**config.mk**
```make
export PLATFORM = sky130hd
export DESIGN_NAME = spis_avb_top
export DESIGN_NICKNAME = d
export VERILOG_FILES = /design/src/hdl/avb_pkg.sv /design/src/hdl/spis_reg_pkg.sv /design/src/hdl/spis_avb_bridge.sv /design/src/hdl/spis_buf_regs.sv /design/src/hdl/spis_avb_top.sv
export SDC_FILE = /design/constraint.sdc
export NUM_CORES = 2
export LEC_CHECK = 0
export BUFFER_PORTS_ARGS = -buffer_cell sky130_fd_sc_hd__clkbuf_2
export CAP_MARGIN = 20
export CELL_PAD_IN_SITES_DETAIL_PLACEMENT = 1
export CELL_PAD_IN_SITES_GLOBAL_PLACEMENT = 2
export CORE_MARGIN = 3
export CORE_UTILIZATION = 54
export DETAILED_ROUTE_END_ITERATION = 12
export PLACE_DENSITY_LB_ADDON = 0.1
export SLEW_MARGIN = 20
export SYNTH_ARGS = -nofsm -noshare
export SYNTH_HDL_FRONTEND = slang
export SYNTH_HIERARCHICAL = 1
export SYNTH_SLANG_ARGS = --single-unit
```
**constraint.sdc**
```tcl
create_clock -name s_avmm_clk -period 9.75 [get_ports s_avmm_clk]
set_input_delay 1.95 -clock s_avmm_clk [delete_from_list [all_inputs] [get_ports s_avmm_clk]]
set_output_delay 1.95 -clock s_avmm_clk [all_outputs]
set_load 0.02 [all_outputs]
```
**src/hdl/avb_pkg.sv**
```systemverilog
// AVMM side constants; single 32-bit words only, byte addresses, no burstcount signal on the bus

package avb_pkg;

	//////////////////////////////////////////////////
	// Channel bus widths
	//////////////////////////////////////////////////
	localparam int AVMM_ADDR_W = 17;              // Byte address
	localparam int AVMM_DATA_W = 32;
	localparam int AVMM_BE_W   = AVMM_DATA_W / 8;
	localparam int BURST_W     = 8;               // Burst length in words
	localparam int REG_ADDR_W  = 16;              // Buffer select toward the SPI registers

	// Bridge sequencer states
	typedef enum logic [3:0] {
		idle         = 4'h0,
		cmd          = 4'h1,
		wr_rdspireg  = 4'h2,
		wr_waitreq   = 4'h3,
		wr_setnext   = 4'h4,
		wr_endwr     = 4'h5,
		rd_avbchnl   = 4'h6,
		rd_waitrdvld = 4'h7,
		rd_setnext   = 4'h8,
		rd_endrd     = 4'h9
	} avb_state_e;

endpackage

```
**src/hdl/spis_reg_pkg.sv**
```systemverilog
// Host register map of the SPI slave; 16-bit host addresses, buffers are 64 words deep

package spis_reg_pkg;

	//////////////////////////////////////////////////
	// Host addresses
	//////////////////////////////////////////////////
	localparam logic [15:0] REG_CMD    = 16'h0000;
	localparam logic [15:0] REG_OFFSET = 16'h0004;
	localparam logic [15:0] REG_STATUS = 16'h0008;
	localparam logic [15:0] WRBUF_BASE = 16'h0200; // Push port, also bridge write select
	localparam logic [15:0] RDBUF_BASE = 16'h1000; // Pop port, also bridge read select

	localparam int BUF_DEPTH = 64;
	localparam int BUF_AW    = $clog2(BUF_DEPTH);

	// Field positions
	localparam int CMD_SEL_LSB    = 8;
	localparam int CMD_RDNWR_BIT  = 10;
	localparam int CMD_START_BIT  = 31;
	localparam int STAT_BUSY_BIT  = 0;
	localparam int STAT_DONE_BIT  = 1;
	localparam int STAT_WRLVL_LSB = 8;
	localparam int STAT_RDLVL_LSB = 16;

	typedef enum logic [1:0] {chnl0 = 2'd0, chnl1 = 2'd1, chnl2 = 2'd2} avmm_chnl_e;

endpackage

```
**src/hdl/spis_avb_bridge.sv**
```systemverilog
// One read outstanding at a time, full byte enables only; select value 3 goes to channel 0
`timescale 1ns/10ps

module spis_avb_bridge (
	input  logic                              s_avmm_clk,
	input  logic                              s_avmm_rst_n,

	// Command from the register block
	input  logic [avb_pkg::BURST_W-1:0]       avmm_brstlen,
	input  spis_reg_pkg::avmm_chnl_e          avmm_sel,
	input  logic [avb_pkg::AVMM_ADDR_W-1:0]   avmm_offset,
	input  logic                              avmm_transvld,
	input  logic                              avmm_rdnwr,
	input  logic [avb_pkg::AVMM_DATA_W-1:0]   reg2avb_wdata,

	// Buffer side
	output logic [avb_pkg::REG_ADDR_W-1:0]    avb2reg_addr,
	output logic [avb_pkg::AVMM_DATA_W-1:0]   avb2reg_rdata_q,
	output logic                              avb2reg_read_pulse,
	output logic                              avb2reg_write,
	output logic                              avmmtransvld_up,

	// AVMM channel 0
	output logic [avb_pkg::AVMM_ADDR_W-1:0]   s_avmm0_addr,
	output logic [avb_pkg::AVMM_BE_W-1:0]     s_avmm0_byte_en,
	output logic                              s_avmm0_write,
	output logic                              s_avmm0_read,
	output logic [avb_pkg::AVMM_DATA_W-1:0]   s_avmm0_wdata,
	input  logic [avb_pkg::AVMM_DATA_W-1:0]   s_avmm0_rdata,
	input  logic                              s_avmm0_rdatavld,
	input  logic                              s_avmm0_waitreq,

	// AVMM channel 1
	output logic [avb_pkg::AVMM_ADDR_W-1:0]   s_avmm1_addr,
	output logic [avb_pkg::AVMM_BE_W-1:0]     s_avmm1_byte_en,
	output logic                              s_avmm1_write,
	output logic                              s_avmm1_read,
	output logic [avb_pkg::AVMM_DATA_W-1:0]   s_avmm1_wdata,
	input  logic [avb_pkg::AVMM_DATA_W-1:0]   s_avmm1_rdata,
	input  logic                              s_avmm1_rdatavld,
	input  logic                              s_avmm1_waitreq,

	// AVMM channel 2
	output logic [avb_pkg::AVMM_ADDR_W-1:0]   s_avmm2_addr,
	output logic [avb_pkg::AVMM_BE_W-1:0]     s_avmm2_byte_en,
	output logic                              s_avmm2_write,
	output logic                              s_avmm2_read,
	output logic [avb_pkg::AVMM_DATA_W-1:0]   s_avmm2_wdata,
	input  logic [avb_pkg::AVMM_DATA_W-1:0]   s_avmm2_rdata,
	input  logic                              s_avmm2_rdatavld,
	input  logic                              s_avmm2_waitreq
);
	import avb_pkg::*;
	import spis_reg_pkg::*;

	avb_state_e             cur_st;
	avb_state_e             nxt_st;
	logic                   transvld_d1;
	logic                   transvld_pulse;
	logic                   buf_read;        // Write buffer read level
	logic                   buf_read_d1;
	logic [BURST_W-1:0]     burstcount;      // Beats left after the current one
	logic [AVMM_ADDR_W-1:0] avmm_addr;
	logic [AVMM_ADDR_W-1:0] avmm_addr_d1;
	logic [AVMM_DATA_W-1:0] avmm_wdata;
	logic                   avmm_write;
	logic                   avmm_read;
	logic [AVMM_DATA_W-1:0] chnl_rdata;
	logic                   chnl_rdatavld;
	logic                   chnl_waitreq;

	//////////////////////////////////////////////////
	// Start edge and pop pulse
	//////////////////////////////////////////////////
	always_ff @(posedge s_avmm_clk or negedge s_avmm_rst_n) begin
		if (!s_avmm_rst_n) begin
			transvld_d1 <= 1'b0;
			buf_read_d1 <= 1'b0;
		end else begin
			transvld_d1 <= avmm_transvld;
			buf_read_d1 <= buf_read;
		end
	end

	assign transvld_pulse     = avmm_transvld & ~transvld_d1;
	assign buf_read           = (cur_st == wr_rdspireg) || (cur_st == wr_waitreq);
	assign avb2reg_read_pulse = buf_read & ~buf_read_d1; // One pop per write beat

	//////////////////////////////////////////////////
	// Beat counter, address and buffer select
	//////////////////////////////////////////////////
	always_ff @(posedge s_avmm_clk or negedge s_avmm_rst_n) begin
		if (!s_avmm_rst_n) begin
			burstcount   <= '0;
			avmm_addr    <= '0;
			avb2reg_addr <= '0;
		end else begin
			case (cur_st)
				idle: begin
					burstcount   <= '0;
					avmm_addr    <= '0;
					avb2reg_addr <= '0;
				end
				cmd: begin
					burstcount   <= avmm_brstlen - 1'b1;
					avmm_addr    <= avmm_offset;
					avb2reg_addr <= avmm_rdnwr ? RDBUF_BASE : WRBUF_BASE;
				end
				wr_setnext, rd_setnext: begin
					if (burstcount != '0) begin
						burstcount <= burstcount - 1'b1;
						avmm_addr  <= avmm_addr + AVMM_ADDR_W'(4); // Next word
					end
				end
				default: ;
			endcase
		end
	end

	// Lags the counter so the bus address never moves under a strobe
	always_ff @(posedge s_avmm_clk or negedge s_avmm_rst_n) begin
		if (!s_avmm_rst_n)
			avmm_addr_d1 <= '0;
		else
			avmm_addr_d1 <= avmm_addr;
	end

	always_ff @(posedge s_avmm_clk) begin
		if (cur_st == wr_rdspireg)
			avmm_wdata <= reg2avb_wdata; // Head word, popped on this same edge
	end

	assign avmm_write      = (cur_st == wr_waitreq);
	assign avmm_read       = (cur_st == rd_waitrdvld);
	assign avb2reg_write   = avmm_read & chnl_rdatavld;
	assign avb2reg_rdata_q = chnl_rdata;
	assign avmmtransvld_up = (cur_st == wr_endwr) || (cur_st == rd_endrd);

	//////////////////////////////////////////////////
	// Channel multiplexer
	//////////////////////////////////////////////////
	always_comb begin
		s_avmm0_addr    = '0;
		s_avmm0_byte_en = '0;
		s_avmm0_write   = 1'b0;
		s_avmm0_read    = 1'b0;
		s_avmm0_wdata   = '0;
		s_avmm1_addr    = '0;
		s_avmm1_byte_en = '0;
		s_avmm1_write   = 1'b0;
		s_avmm1_read    = 1'b0;
		s_avmm1_wdata   = '0;
		s_avmm2_addr    = '0;
		s_avmm2_byte_en = '0;
		s_avmm2_write   = 1'b0;
		s_avmm2_read    = 1'b0;
		s_avmm2_wdata   = '0;
		case (avmm_sel)
			chnl1: begin
				s_avmm1_addr    = avmm_addr_d1;
				s_avmm1_byte_en = '1;
				s_avmm1_write   = avmm_write;
				s_avmm1_read    = avmm_read;
				s_avmm1_wdata   = avmm_wdata;
			end
			chnl2: begin
				s_avmm2_addr    = avmm_addr_d1;
				s_avmm2_byte_en = '1;
				s_avmm2_write   = avmm_write;
				s_avmm2_read    = avmm_read;
				s_avmm2_wdata   = avmm_wdata;
			end
			default: begin // Channel 0 and the unused code
				s_avmm0_addr    = avmm_addr_d1;
				s_avmm0_byte_en = '1;
				s_avmm0_write   = avmm_write;
				s_avmm0_read    = avmm_read;
				s_avmm0_wdata   = avmm_wdata;
			end
		endcase
	end

	// Return path from the selected channel
	always_comb begin
		case (avmm_sel)
			chnl1: begin
				chnl_rdata    = s_avmm1_rdata;
				chnl_rdatavld = s_avmm1_rdatavld;
				chnl_waitreq  = s_avmm1_waitreq;
			end
			chnl2: begin
				chnl_rdata    = s_avmm2_rdata;
				chnl_rdatavld = s_avmm2_rdatavld;
				chnl_waitreq  = s_avmm2_waitreq;
			end
			default: begin
				chnl_rdata    = s_avmm0_rdata;
				chnl_rdatavld = s_avmm0_rdatavld;
				chnl_waitreq  = s_avmm0_waitreq;
			end
		endcase
	end

	//////////////////////////////////////////////////
	// Sequencer
	//////////////////////////////////////////////////
	always_ff @(posedge s_avmm_clk or negedge s_avmm_rst_n) begin
		if (!s_avmm_rst_n)
			cur_st <= idle;
		else
			cur_st <= nxt_st;
	end

	always_comb begin
		case (cur_st)
			idle:         nxt_st = transvld_pulse ? cmd : idle;
			cmd:          nxt_st = avmm_rdnwr ? rd_avbchnl : wr_rdspireg;
			wr_rdspireg:  nxt_st = wr_waitreq;
			wr_waitreq:   nxt_st = chnl_waitreq ? wr_waitreq : wr_setnext; // Hold under back-pressure
			wr_setnext:   nxt_st = (burstcount == '0) ? wr_endwr : wr_rdspireg;
			wr_endwr:     nxt_st = idle;
			rd_avbchnl:   nxt_st = rd_waitrdvld;
			rd_waitrdvld: nxt_st = chnl_rdatavld ? rd_setnext : rd_waitrdvld;
			rd_setnext:   nxt_st = (burstcount == '0) ? rd_endrd : rd_avbchnl;
			rd_endrd:     nxt_st = idle;
			default:      nxt_st = idle;
		endcase
	end

endmodule

```
**src/hdl/spis_buf_regs.sv**
```systemverilog
// REG_CMD must not be rewritten while busy; pushes to a full buffer and pops from an empty one are dropped
`timescale 1ns/10ps

module spis_buf_regs (
	input  logic                              s_avmm_clk,
	input  logic                              s_avmm_rst_n,

	// Host port
	input  logic [avb_pkg::REG_ADDR_W-1:0]    host_addr,
	input  logic [avb_pkg::AVMM_DATA_W-1:0]   host_wdata,
	input  logic                              host_write,
	input  logic                              host_read,
	output logic [avb_pkg::AVMM_DATA_W-1:0]   host_rdata,

	// From the bridge
	input  logic [avb_pkg::REG_ADDR_W-1:0]    avb2reg_addr,
	input  logic                              avb2reg_read_pulse,
	input  logic                              avb2reg_write,
	input  logic [avb_pkg::AVMM_DATA_W-1:0]   avb2reg_rdata_q,
	input  logic                              avmmtransvld_up,

	// To the bridge
	output logic [avb_pkg::BURST_W-1:0]       avmm_brstlen,
	output spis_reg_pkg::avmm_chnl_e          avmm_sel,
	output logic [avb_pkg::AVMM_ADDR_W-1:0]   avmm_offset,
	output logic                              avmm_rdnwr,
	output logic                              avmm_transvld,
	output logic [avb_pkg::AVMM_DATA_W-1:0]   reg2avb_wdata
);
	import avb_pkg::*;
	import spis_reg_pkg::*;

	logic                   busy;
	logic                   done;
	logic [AVMM_DATA_W-1:0] rd_word;

	// Index 0 is the write buffer, index 1 the read buffer
	logic                   buf_push [2];
	logic                   buf_pop  [2];
	logic [AVMM_DATA_W-1:0] buf_din  [2];
	logic [AVMM_DATA_W-1:0] buf_head [2];
	logic [BUF_AW:0]        buf_lvl  [2];

	//////////////////////////////////////////////////
	// Command, offset and status
	//////////////////////////////////////////////////
	always_ff @(posedge s_avmm_clk or negedge s_avmm_rst_n) begin
		if (!s_avmm_rst_n) begin
			avmm_brstlen  <= '0;
			avmm_sel      <= chnl0;
			avmm_rdnwr    <= 1'b0;
			avmm_transvld <= 1'b0;
			avmm_offset   <= '0;
			busy          <= 1'b0;
			done          <= 1'b0;
		end else begin
			if (host_write && (host_addr == REG_CMD)) begin
				avmm_brstlen  <= host_wdata[BURST_W-1:0];
				avmm_sel      <= avmm_chnl_e'(host_wdata[CMD_SEL_LSB +: $bits(avmm_chnl_e)]);
				avmm_rdnwr    <= host_wdata[CMD_RDNWR_BIT];
				avmm_transvld <= host_wdata[CMD_START_BIT];
				busy          <= host_wdata[CMD_START_BIT];
				done          <= 1'b0; // New command clears done
			end
			if (host_write && (host_addr == REG_OFFSET))
				avmm_offset <= host_wdata[AVMM_ADDR_W-1:0];
			if (avmmtransvld_up) begin // Burst finished
				avmm_transvld <= 1'b0;
				busy          <= 1'b0;
				done          <= 1'b1;
			end
		end
	end

	//////////////////////////////////////////////////
	// Buffer strobes
	//////////////////////////////////////////////////
	assign buf_push[0] = host_write && (host_addr == WRBUF_BASE);
	assign buf_din[0]  = host_wdata;
	assign buf_pop[0]  = avb2reg_read_pulse && (avb2reg_addr == WRBUF_BASE);

	assign buf_push[1] = avb2reg_write && (avb2reg_addr == RDBUF_BASE);
	assign buf_din[1]  = avb2reg_rdata_q;
	assign buf_pop[1]  = host_read && (host_addr == RDBUF_BASE);

	assign reg2avb_wdata = buf_head[0]; // Valid while the write buffer is non-empty

	for (genvar i = 0; i < 2; i++) begin : g_buf
		logic [AVMM_DATA_W-1:0] mem [BUF_DEPTH];
		logic [BUF_AW-1:0]      wr_ptr;
		logic [BUF_AW-1:0]      rd_ptr;
		logic [BUF_AW:0]        lvl;
		logic                   push_ok;
		logic                   pop_ok;

		assign push_ok = buf_push[i] && (lvl < BUF_DEPTH);
		assign pop_ok  = buf_pop[i] && (lvl != '0);

		always_ff @(posedge s_avmm_clk) begin
			if (push_ok)
				mem[wr_ptr] <= buf_din[i];
		end

		always_ff @(posedge s_avmm_clk or negedge s_avmm_rst_n) begin
			if (!s_avmm_rst_n) begin
				wr_ptr <= '0;
				rd_ptr <= '0;
				lvl    <= '0;
			end else begin
				if (push_ok)
					wr_ptr <= wr_ptr + 1'b1;
				if (pop_ok)
					rd_ptr <= rd_ptr + 1'b1;
				case ({push_ok, pop_ok})
					2'b10:   lvl <= lvl + 1'b1;
					2'b01:   lvl <= lvl - 1'b1;
					default: ;
				endcase
			end
		end

		assign buf_head[i] = mem[rd_ptr];
		assign buf_lvl[i]  = lvl;
	end

	//////////////////////////////////////////////////
	// Host read data
	//////////////////////////////////////////////////
	always_comb begin
		rd_word = '0;
		case (host_addr)
			REG_CMD: begin
				rd_word[BURST_W-1:0]                          = avmm_brstlen;
				rd_word[CMD_SEL_LSB +: $bits(avmm_chnl_e)]    = avmm_sel;
				rd_word[CMD_RDNWR_BIT]                        = avmm_rdnwr;
				rd_word[CMD_START_BIT]                        = avmm_transvld;
			end
			REG_OFFSET: rd_word[AVMM_ADDR_W-1:0] = avmm_offset;
			REG_STATUS: begin
				rd_word[STAT_BUSY_BIT]       = busy;
				rd_word[STAT_DONE_BIT]       = done;
				rd_word[STAT_WRLVL_LSB +: 8] = 8'(buf_lvl[0]);
				rd_word[STAT_RDLVL_LSB +: 8] = 8'(buf_lvl[1]);
			end
			RDBUF_BASE: rd_word = buf_head[1];
			default: ;
		endcase
	end

	always_ff @(posedge s_avmm_clk) begin
		if (host_read)
			host_rdata <= rd_word; // Valid the cycle after the strobe
	end

endmodule

```
**src/hdl/spis_avb_top.sv**
```systemverilog
// SPI shifter not included; the host port stands in for it and drives one strobe per cycle
`timescale 1ns/10ps

module spis_avb_top (
	input  logic                              s_avmm_clk,
	input  logic                              s_avmm_rst_n,

	// Host port
	input  logic [avb_pkg::REG_ADDR_W-1:0]    host_addr,
	input  logic [avb_pkg::AVMM_DATA_W-1:0]   host_wdata,
	input  logic                              host_write,
	input  logic                              host_read,
	output logic [avb_pkg::AVMM_DATA_W-1:0]   host_rdata,

	output logic [avb_pkg::AVMM_ADDR_W-1:0]   s_avmm0_addr,
	output logic [avb_pkg::AVMM_BE_W-1:0]     s_avmm0_byte_en,
	output logic                              s_avmm0_write,
	output logic                              s_avmm0_read,
	output logic [avb_pkg::AVMM_DATA_W-1:0]   s_avmm0_wdata,
	input  logic [avb_pkg::AVMM_DATA_W-1:0]   s_avmm0_rdata,
	input  logic                              s_avmm0_rdatavld,
	input  logic                              s_avmm0_waitreq,

	output logic [avb_pkg::AVMM_ADDR_W-1:0]   s_avmm1_addr,
	output logic [avb_pkg::AVMM_BE_W-1:0]     s_avmm1_byte_en,
	output logic                              s_avmm1_write,
	output logic                              s_avmm1_read,
	output logic [avb_pkg::AVMM_DATA_W-1:0]   s_avmm1_wdata,
	input  logic [avb_pkg::AVMM_DATA_W-1:0]   s_avmm1_rdata,
	input  logic                              s_avmm1_rdatavld,
	input  logic                              s_avmm1_waitreq,

	output logic [avb_pkg::AVMM_ADDR_W-1:0]   s_avmm2_addr,
	output logic [avb_pkg::AVMM_BE_W-1:0]     s_avmm2_byte_en,
	output logic                              s_avmm2_write,
	output logic                              s_avmm2_read,
	output logic [avb_pkg::AVMM_DATA_W-1:0]   s_avmm2_wdata,
	input  logic [avb_pkg::AVMM_DATA_W-1:0]   s_avmm2_rdata,
	input  logic                              s_avmm2_rdatavld,
	input  logic                              s_avmm2_waitreq
);
	import avb_pkg::*;
	import spis_reg_pkg::*;

	// Register block to bridge
	logic [BURST_W-1:0]     avmm_brstlen;
	avmm_chnl_e             avmm_sel;
	logic [AVMM_ADDR_W-1:0] avmm_offset;
	logic                   avmm_rdnwr;
	logic                   avmm_transvld;   // Level, held until the burst ends
	logic [AVMM_DATA_W-1:0] reg2avb_wdata;

	// Bridge to register block
	logic [REG_ADDR_W-1:0]  avb2reg_addr;
	logic [AVMM_DATA_W-1:0] avb2reg_rdata_q;
	logic                   avb2reg_read_pulse;
	logic                   avb2reg_write;
	logic                   avmmtransvld_up;

	spis_buf_regs u_regs (.*);

	spis_avb_bridge u_bridge (.*);

endmodule

```
---- Word-level counts from Yosys, hierarchy flattened ----
Memory sizes are Yosys's and may differ from the RTL's. A register that Yosys moved wholly into a read port is not among the register bits.
Index checks and enable logic that the tools add are counted.
storage, ports and cells
  bits in registers ....................... 164
  memory bits (writable) .................. 4096
  input port bits ......................... 154
  output and inout bits ................... 197
  logic and storage cells ................. 136
  memories ................................ 2
operators by class
  add/subtract/negate cells ............... 11
  order comparisons ....................... 2
  equality and inequality tests ........... 22
  muxes and demuxes ....................... 47
  bitwise gates (word level) .............. 5
  reduce and logical (&&, ||, !) cells .... 26
memories
  name                 depth  width  read ports  clocked after memory_dff  wr ports  line                 text
  u_regs.g_buf[0].mem  64     32     1           1                         1         spis_buf_regs.sv:89  logic [AVMM_DATA_W-1:0] mem [BUF_DEPTH];
  u_regs.g_buf[1].mem  64     32     1           0                         1         spis_buf_regs.sv:89
operators with widths
  operator                                                                  count
  32-bit 2-to-1 mux                                                         3
  17-bit 2-to-1 mux                                                         4
  32-bit one-hot mux with 2 select lines                                    1
  17-bit one-hot mux with 3 select lines                                    1
  7-bit one-hot mux with 2 select lines                                     3
  6-bit one-hot mux with 3 select lines                                     2
  16-bit by 10-bit equality test with 1-bit output (second input constant)  2
  16-bit by 13-bit equality test with 1-bit output (second input constant)  2
  16-bit one-hot mux with 2 select lines                                    1
  4-bit one-hot mux with 8 select lines                                     1
  6-bit by 1-bit adder with 6-bit output (second input constant)            4
  8-bit one-hot mux with 3 select lines                                     1
  4-bit 2-to-1 mux                                                          5
  17-bit by 3-bit adder with 17-bit output (second input constant)          1
  16-bit by 3-bit equality test with 1-bit output (second input constant)   1
  16-bit by 4-bit equality test with 1-bit output (second input constant)   1
  4-bit by 3-bit equality test with 1-bit output (second input constant)    4
  16-bit logical NOT                                                        1
  8-bit by 1-bit subtractor with 8-bit output (second input constant)       2
  1-bit 2-to-1 mux                                                          15
  7-bit by 1-bit adder with 7-bit output (second input constant)            2
  7-bit < comparator (second input constant)                                2
  7-bit nonzero test                                                        2
  7-bit by 1-bit subtractor with 7-bit output (second input constant)       2
  other kinds (23)                                                          50

---- Logic depth before layout (Yosys ltp) ----
  depth after elaboration ................. 7
  depth in mapped cells ................... 18
  depth with buffers taken out ............ 17

---- Modules after synthesis ----
Netlist, hierarchy kept.
modules (own cells, without submodules)
  module           instances  cells each  area each (µm²)  seq. area each (µm²)
  spis_buf_regs    1          6782        160767.9         125660.5
  spis_avb_bridge  1          611         5296.3           2212.1

---- Worst setup path before layout ----
OpenSTA, ideal clock, no wires.
  path kind ............................... input to register
  start point ............................. input s_avmm2_rdata[0] (netlist bit)
  end point ............................... memory u_regs.g_buf[1].mem[0][0], data pin
  library setup time ...................... 702 ps
  arrival time ............................ 4568 ps
  required time ........................... 9048 ps
  slack ................................... 4480 ps
  stages on the path ...................... 2
  cell sequence ........................... a22oi_1 o21ai_0
between the ends
  longest elaborated chain between the ends .. 1
RTL lines
  what                                    line                    text
  from (decl)                             spis_avb_top.sv:38      input logic [avb_pkg::AVMM_DATA_W-1:0] s_avmm2_rdata,
  32-bit one-hot mux with 2 select lines  spis_avb_bridge.sv:185  case (avmm_sel)
  named net avb2reg_rdata_q[0]            spis_avb_top.sv:55      logic [AVMM_DATA_W-1:0] avb2reg_rdata_q;
  to (decl)                               spis_buf_regs.sv:89
The timed path passes the listed nets, and every way through them passes these cells.

---- Worst setup path in the final report ----
  start point ............................. register u_regs.avmm_sel[0]
  end point ............................... register u_regs.g_buf[1].lvl[6]
between the ends
  longest elaborated chain between the ends .. 7
  elaborated cells on any way between the ends .. 10
  those cells by class .................... 4 x eq/ne; 2 x mux; 1 x bitwise; 3 x reduce/logical
RTL lines
  what                                                                                          line                    text
  from (decl)                                                                                   spis_buf_regs.sv:24     output spis_reg_pkg::avmm_chnl_e avmm_sel,
  from (signal assigned)                                                                        spis_buf_regs.sv:50     avmm_sel <= chnl0;
  from (signal assigned)                                                                        spis_buf_regs.sv:59     avmm_sel <= avmm_chnl_e'(host_wdata[CMD_SEL_LSB +: $bits(avmm_chnl_e)]);
  2-bit equality test / 2-bit by 1-bit equality test with 1-bit output (equally long branches)  spis_avb_bridge.sv:185
  1-bit one-hot mux with 2 select lines (*)                                                     spis_avb_bridge.sv:185
  1-bit AND (*)                                                                                 spis_avb_bridge.sv:135  assign avb2reg_write = avmm_read & chnl_rdatavld;
  named net avb2reg_write                                                                       spis_avb_top.sv:57      logic avb2reg_write;
  1-bit logical AND (*)                                                                         spis_buf_regs.sv:82     assign buf_push[1] = avb2reg_write && (avb2reg_addr == RDBUF_BASE);
  1-bit logical AND (*)                                                                         spis_buf_regs.sv:96     assign push_ok = buf_push[i] && (lvl < BUF_DEPTH);
  2-bit by 1-bit equality test with 1-bit output / 2-bit equality test (equally long branches)  spis_buf_regs.sv:114    case ({push_ok, pop_ok})
  7-bit one-hot mux with 2 select lines / 2-bit nonzero test (equally long branches)            --
  to (signal assigned)                                                                          spis_buf_regs.sv:115    2'b10: lvl <= lvl + 1'b1;
  to (signal assigned)                                                                          spis_buf_regs.sv:116    2'b01: lvl <= lvl - 1'b1;
  to (decl)                                                                                     spis_buf_regs.sv:92     logic [BUF_AW:0] lvl;
The timed path passes the listed nets; every way through them passes the cells marked *.
A chain may end at the register's enable or synchronous reset.

==> impl_metrics.toml <==
[yosys]
async_flop_share_pct = 2.76
synth_area_um2 = 166000
synth_top_flop_cell = "edfxtp_1"
synth-seq-area-share_pct = 77.0
synth_edf_count = 4160
avgSynthCellArea_um2 = 22.5
netlist-cell-type-count = 73
ys.warnings.count = 6
yosys_register_bits = 4278
netlist_instances = 7393

[global_routing]
grt_pass1_wl_mm = 673
globalRouteTotalUtil_pct = 30.6
overflow = 0
first_global_vias = 83445
antenna_found_initial = 38
grt_max_degree = 111

[pwr]
ir_drop_v = 0.000172
p_leak_nw = 58.8
total_power_mw = 37.9
power.density_nw_per_um2 = 200

[timing]
worstMarginPinSlew_ns = 1.18
fin_skew_ns = 0.0325
final_max_slew_viol_count = 0
worst_slack_ns = 4.40
slew_headroom_pct = 21.3
final_hold_viol_count = 0
period_minus_slack_ns = 5.35
tns_ns = 0
setup_viol = 0
fmax_ghz = 0.187
period_share_pct = 54.9
fin_worst_hold_slack_ns = 0.388
rsz0062_at_grt = "false"

[clock_tree]
cts_resized = 0
cts.sinks = 4278
clk_path_buf_depth = 4
clkTransAtPathRegs_ns = 0.06
holdBufCountCts = 0
root_buffer = "clkbuf_16"
cts_made_buffers = 431
cts_setup_buffers = 0
cts_tree = "done"
htreeDepth = 5
worstSkewPairLatency_ns = 0.95

[min_path]
min_delay_path_depth = 0
hold_start = "u_bridge/avmm_addr[0]"
hp-class = "register to register"
whs_endpoint = "u_bridge/avmm_addr_d1[0]"

[finish]
final_nets = 8170
final_area_um2 = 190000
area_growth_pct = 14.1
drive_gt1_share_pct = 31.9

[worst_setup_path]
r2r.worst_path.cells = 16
cp_max_fo = 53
cp_data_arrival_time_ns = 6.21
slowest_delay_ns = 0.66
required_ns = 10.62
slowest_stage = "ha_4"
start_kind = "register"
crit_chain = "inv_1, ha_4, a221o_1, o21ai_0, nor3_1, nand4bb_1, nor2_1, inv_1, ha_1, ha_1, nor2b_1, o21ai_0, a21boi_0, or4_1, nand3_1, xor2_1"
crit_type = "register to register"
rrSetupSlack_ns = 4.40
r2r_start = "u_regs/avmm_sel[0]"
timing.rr.end = "u_regs/g_buf[1].lvl[6]"
cp-end-kind = "register"

[drt]
via_per_inst = 6.64
drcViolationCount = 0
ant_nets = 0
routedWlPerCell_um = 38.6
drtIter0Drc = 12377
totalWireLength_mm = 480
dr.pass1.iters = 8
vias = 82693

[placed_design]
dpl_cell_area_um2 = 174000
dp_hpwl_mm = 297
port_buffers = 350
gp_congestion = 0.892
place_ws_ns = 3.77

[floorplan]
die_area_um2 = 314000
fp.coreArea_um2 = 305000
pin_count = 351
start_util_pct = 54.5
fp-row-count = 202
die_x_um = 561
die_h_um = 561

[flow_run]
drv_cap = 0

[status]
status = "complete, no violations"
## metrics by stage
step           util [%]  std cells
2_1_floorplan         -       7406
3_3_place_gp       57.0      11571
3_5_place_dp       57.2      11595
4_1_cts            61.9      12385
5_1_grt            62.2      12439
6_report           62.2      12449
## worst max-delay path by stage
| stage | from | endpoint | slack [ns] | cells after the start |
|---|---|---|---|---|
| detailed placement | s_avmm2_rdatavld | u_regs/g_buf[1].lvl[6] | 3.77 | 15 |
| CTS | u_regs/avmm_sel[0] | u_regs/g_buf[1].lvl[6] | 4.49 | 16 |
| global placement | s_avmm2_rdatavld | u_regs/g_buf[1].lvl[6] | 3.73 | 15 |
| floorplan | s_avmm2_rdata[0] | u_regs/g_buf[1].mem[0][0] | 4.48 | 2 |
| global route | u_regs/avmm_sel[0] | u_regs/g_buf[1].lvl[6] | 4.20 | 16 |
| finish | u_regs/avmm_sel[0] | u_regs/g_buf[1].lvl[6] | 4.40 | 16 |
## power breakdown
part | switching (mW) | internal [mW] | total [mW]
Sequential | 0.121 | 20.3 | 20.4
Combinational | 0.721 | 0.177 | 0.898
Clock | 6.95 | 9.69 | 16.6
Total | 7.80 | 30.1 | 37.9
## critical path, delay by kind of cell, from the launching register on
| family | cells | cell delay, ns |
|---|---|---|
| xor+xnor | 1 | 0.15 |
| buf+inv | 2 | 0.22 |
| compound gates | 4 | 0.88 |
| fa+ha+maj | 3 | 1.35 |
| simple gates | 6 | 2.18 |
| flops | 1 | 0.46 |
## layout by cell type (no fill, tap or decap), types with 44 or more instances in the layout
cell type | synthesis | routed
bufinv_16 | 0 | 55
edfxtp_1 | 4160 | 4160
clkbuf_16 | 0 | 437
clkinv_2 | 0 | 89
buf_12 | 0 | 50
mux4_2 | 1162 | 1162
clkbuf_2 | 1 | 335
dfrtp_1 | 118 | 110
nor2_4 | 1 | 130
nand2_1 | 188 | 188
clkinv_1 | 0 | 79
o21ai_0 | 114 | 80
nor2_1 | 204 | 72
a22oi_1 | 94 | 94
clkbuf_1 | 187 | 85
mux2i_1 | 126 | 126
a21oi_1 | 62 | 62
and2_1 | 162 | 162
buf_4 | 95 | 193
nand3_1 | 45 | 44
## logic make-up (layout without fill, tap and decap cells)
group | Yosys count | after routing | share of synthesized area [%]
AOI/OAI and AO/OA | 492 | 492 | 2.03
xor gates and xnor gates | 36 | 36 | 0.190
adders and majority gates | 22 | 22 | 0.175
buffers and inverters | 482 | 1427 | 1.46
DFF | 4278 | 4278 | 77.0
muxes | 1343 | 1343 | 16.9
other | 1 | 32 | 0.00226
and+or+nand+nor | 739 | 739 | 2.20
## cell usage after synthesis, drive strengths merged (5+ instances only)
library cell	count	area share (%)
clkbuf	188	0.43
nand2b	27	0.10
o221ai	24	0.13
nor4	14	0.062
a22oi	94	0.42
edfxtp	4160	75
a211oi	29	0.13
nand3b	8	0.036
a21oi	62	0.19
a221oi	10	0.053
o22ai	41	0.15
nand4	9	0.034
o211ai	5	0.023
a221o	21	0.13
buf	272	0.99
o311ai	5	0.026
nor3b	5	0.023
a2111oi	5	0.026
xnor2	22	0.12
dfrtp	118	1.8
inv	22	0.050
ha	20	0.15
a21o	6	0.027
nand3	47	0.15
a211o	11	0.058
nor2b	12	0.045
nor3	26	0.081
a2bb2oi	5	0.026
o31a	7	0.037
mux4	1162	16
nor2	205	0.47
xor2	14	0.074
o2111ai	18	0.095
mux2i	126	0.76
o21ai	117	0.35
a32oi	9	0.047
mux2	55	0.41
or3	9	0.034
a31oi	7	0.026
nand2	188	0.42
and3	7	0.026
and2	163	0.61
or3b	5	0.026
## layer usage
layer | routed length, um | global-route usage [%] | vias to the layer above
met1 | 186000 | 44.4 | 44880
met2 | 231000 | 47.7 | 4611
met3 | 40000 | 3.84 | 739
li1 | - | - | 32459
met4 | 24000 | 13.2 | 4
met5 | 27 | 0 | -
## layout make-up
cell class	instances	area [um2]
flip-flops and latches	4278	128000
clock inverters	265	2850
repair buffers	615	5000
well taps	4080	5100
fillers	24359	115000
multi-input cells	2646	37200
clock buffers	525	11300
diodes	18	45.0
inverters	22	88.8
## flip-flops by register name, summed over array words and instances (netlist names), 2 cells and up
| name | flops |
|---|---|
| u_regs/host_rdata | 32 |
| u_regs/g_buf.mem | 4096 |
| u_regs/avmm_sel | 2 |
| u_regs/g_buf.lvl | 14 |
| u_regs/avmm_brstlen | 8 |
| u_regs/g_buf.rd_ptr | 12 |
| u_bridge/avmm_wdata | 32 |
| u_bridge/burstcount | 8 |
| u_bridge/avmm_addr_d1 | 17 |
| u_bridge/cur_st | 4 |
| u_regs/avmm_offset | 17 |
| u_bridge/avb2reg_addr | 2 |
| u_regs/g_buf.wr_ptr | 12 |
| u_bridge/avmm_addr | 17 |
Power figures use the tool's default switching activity.
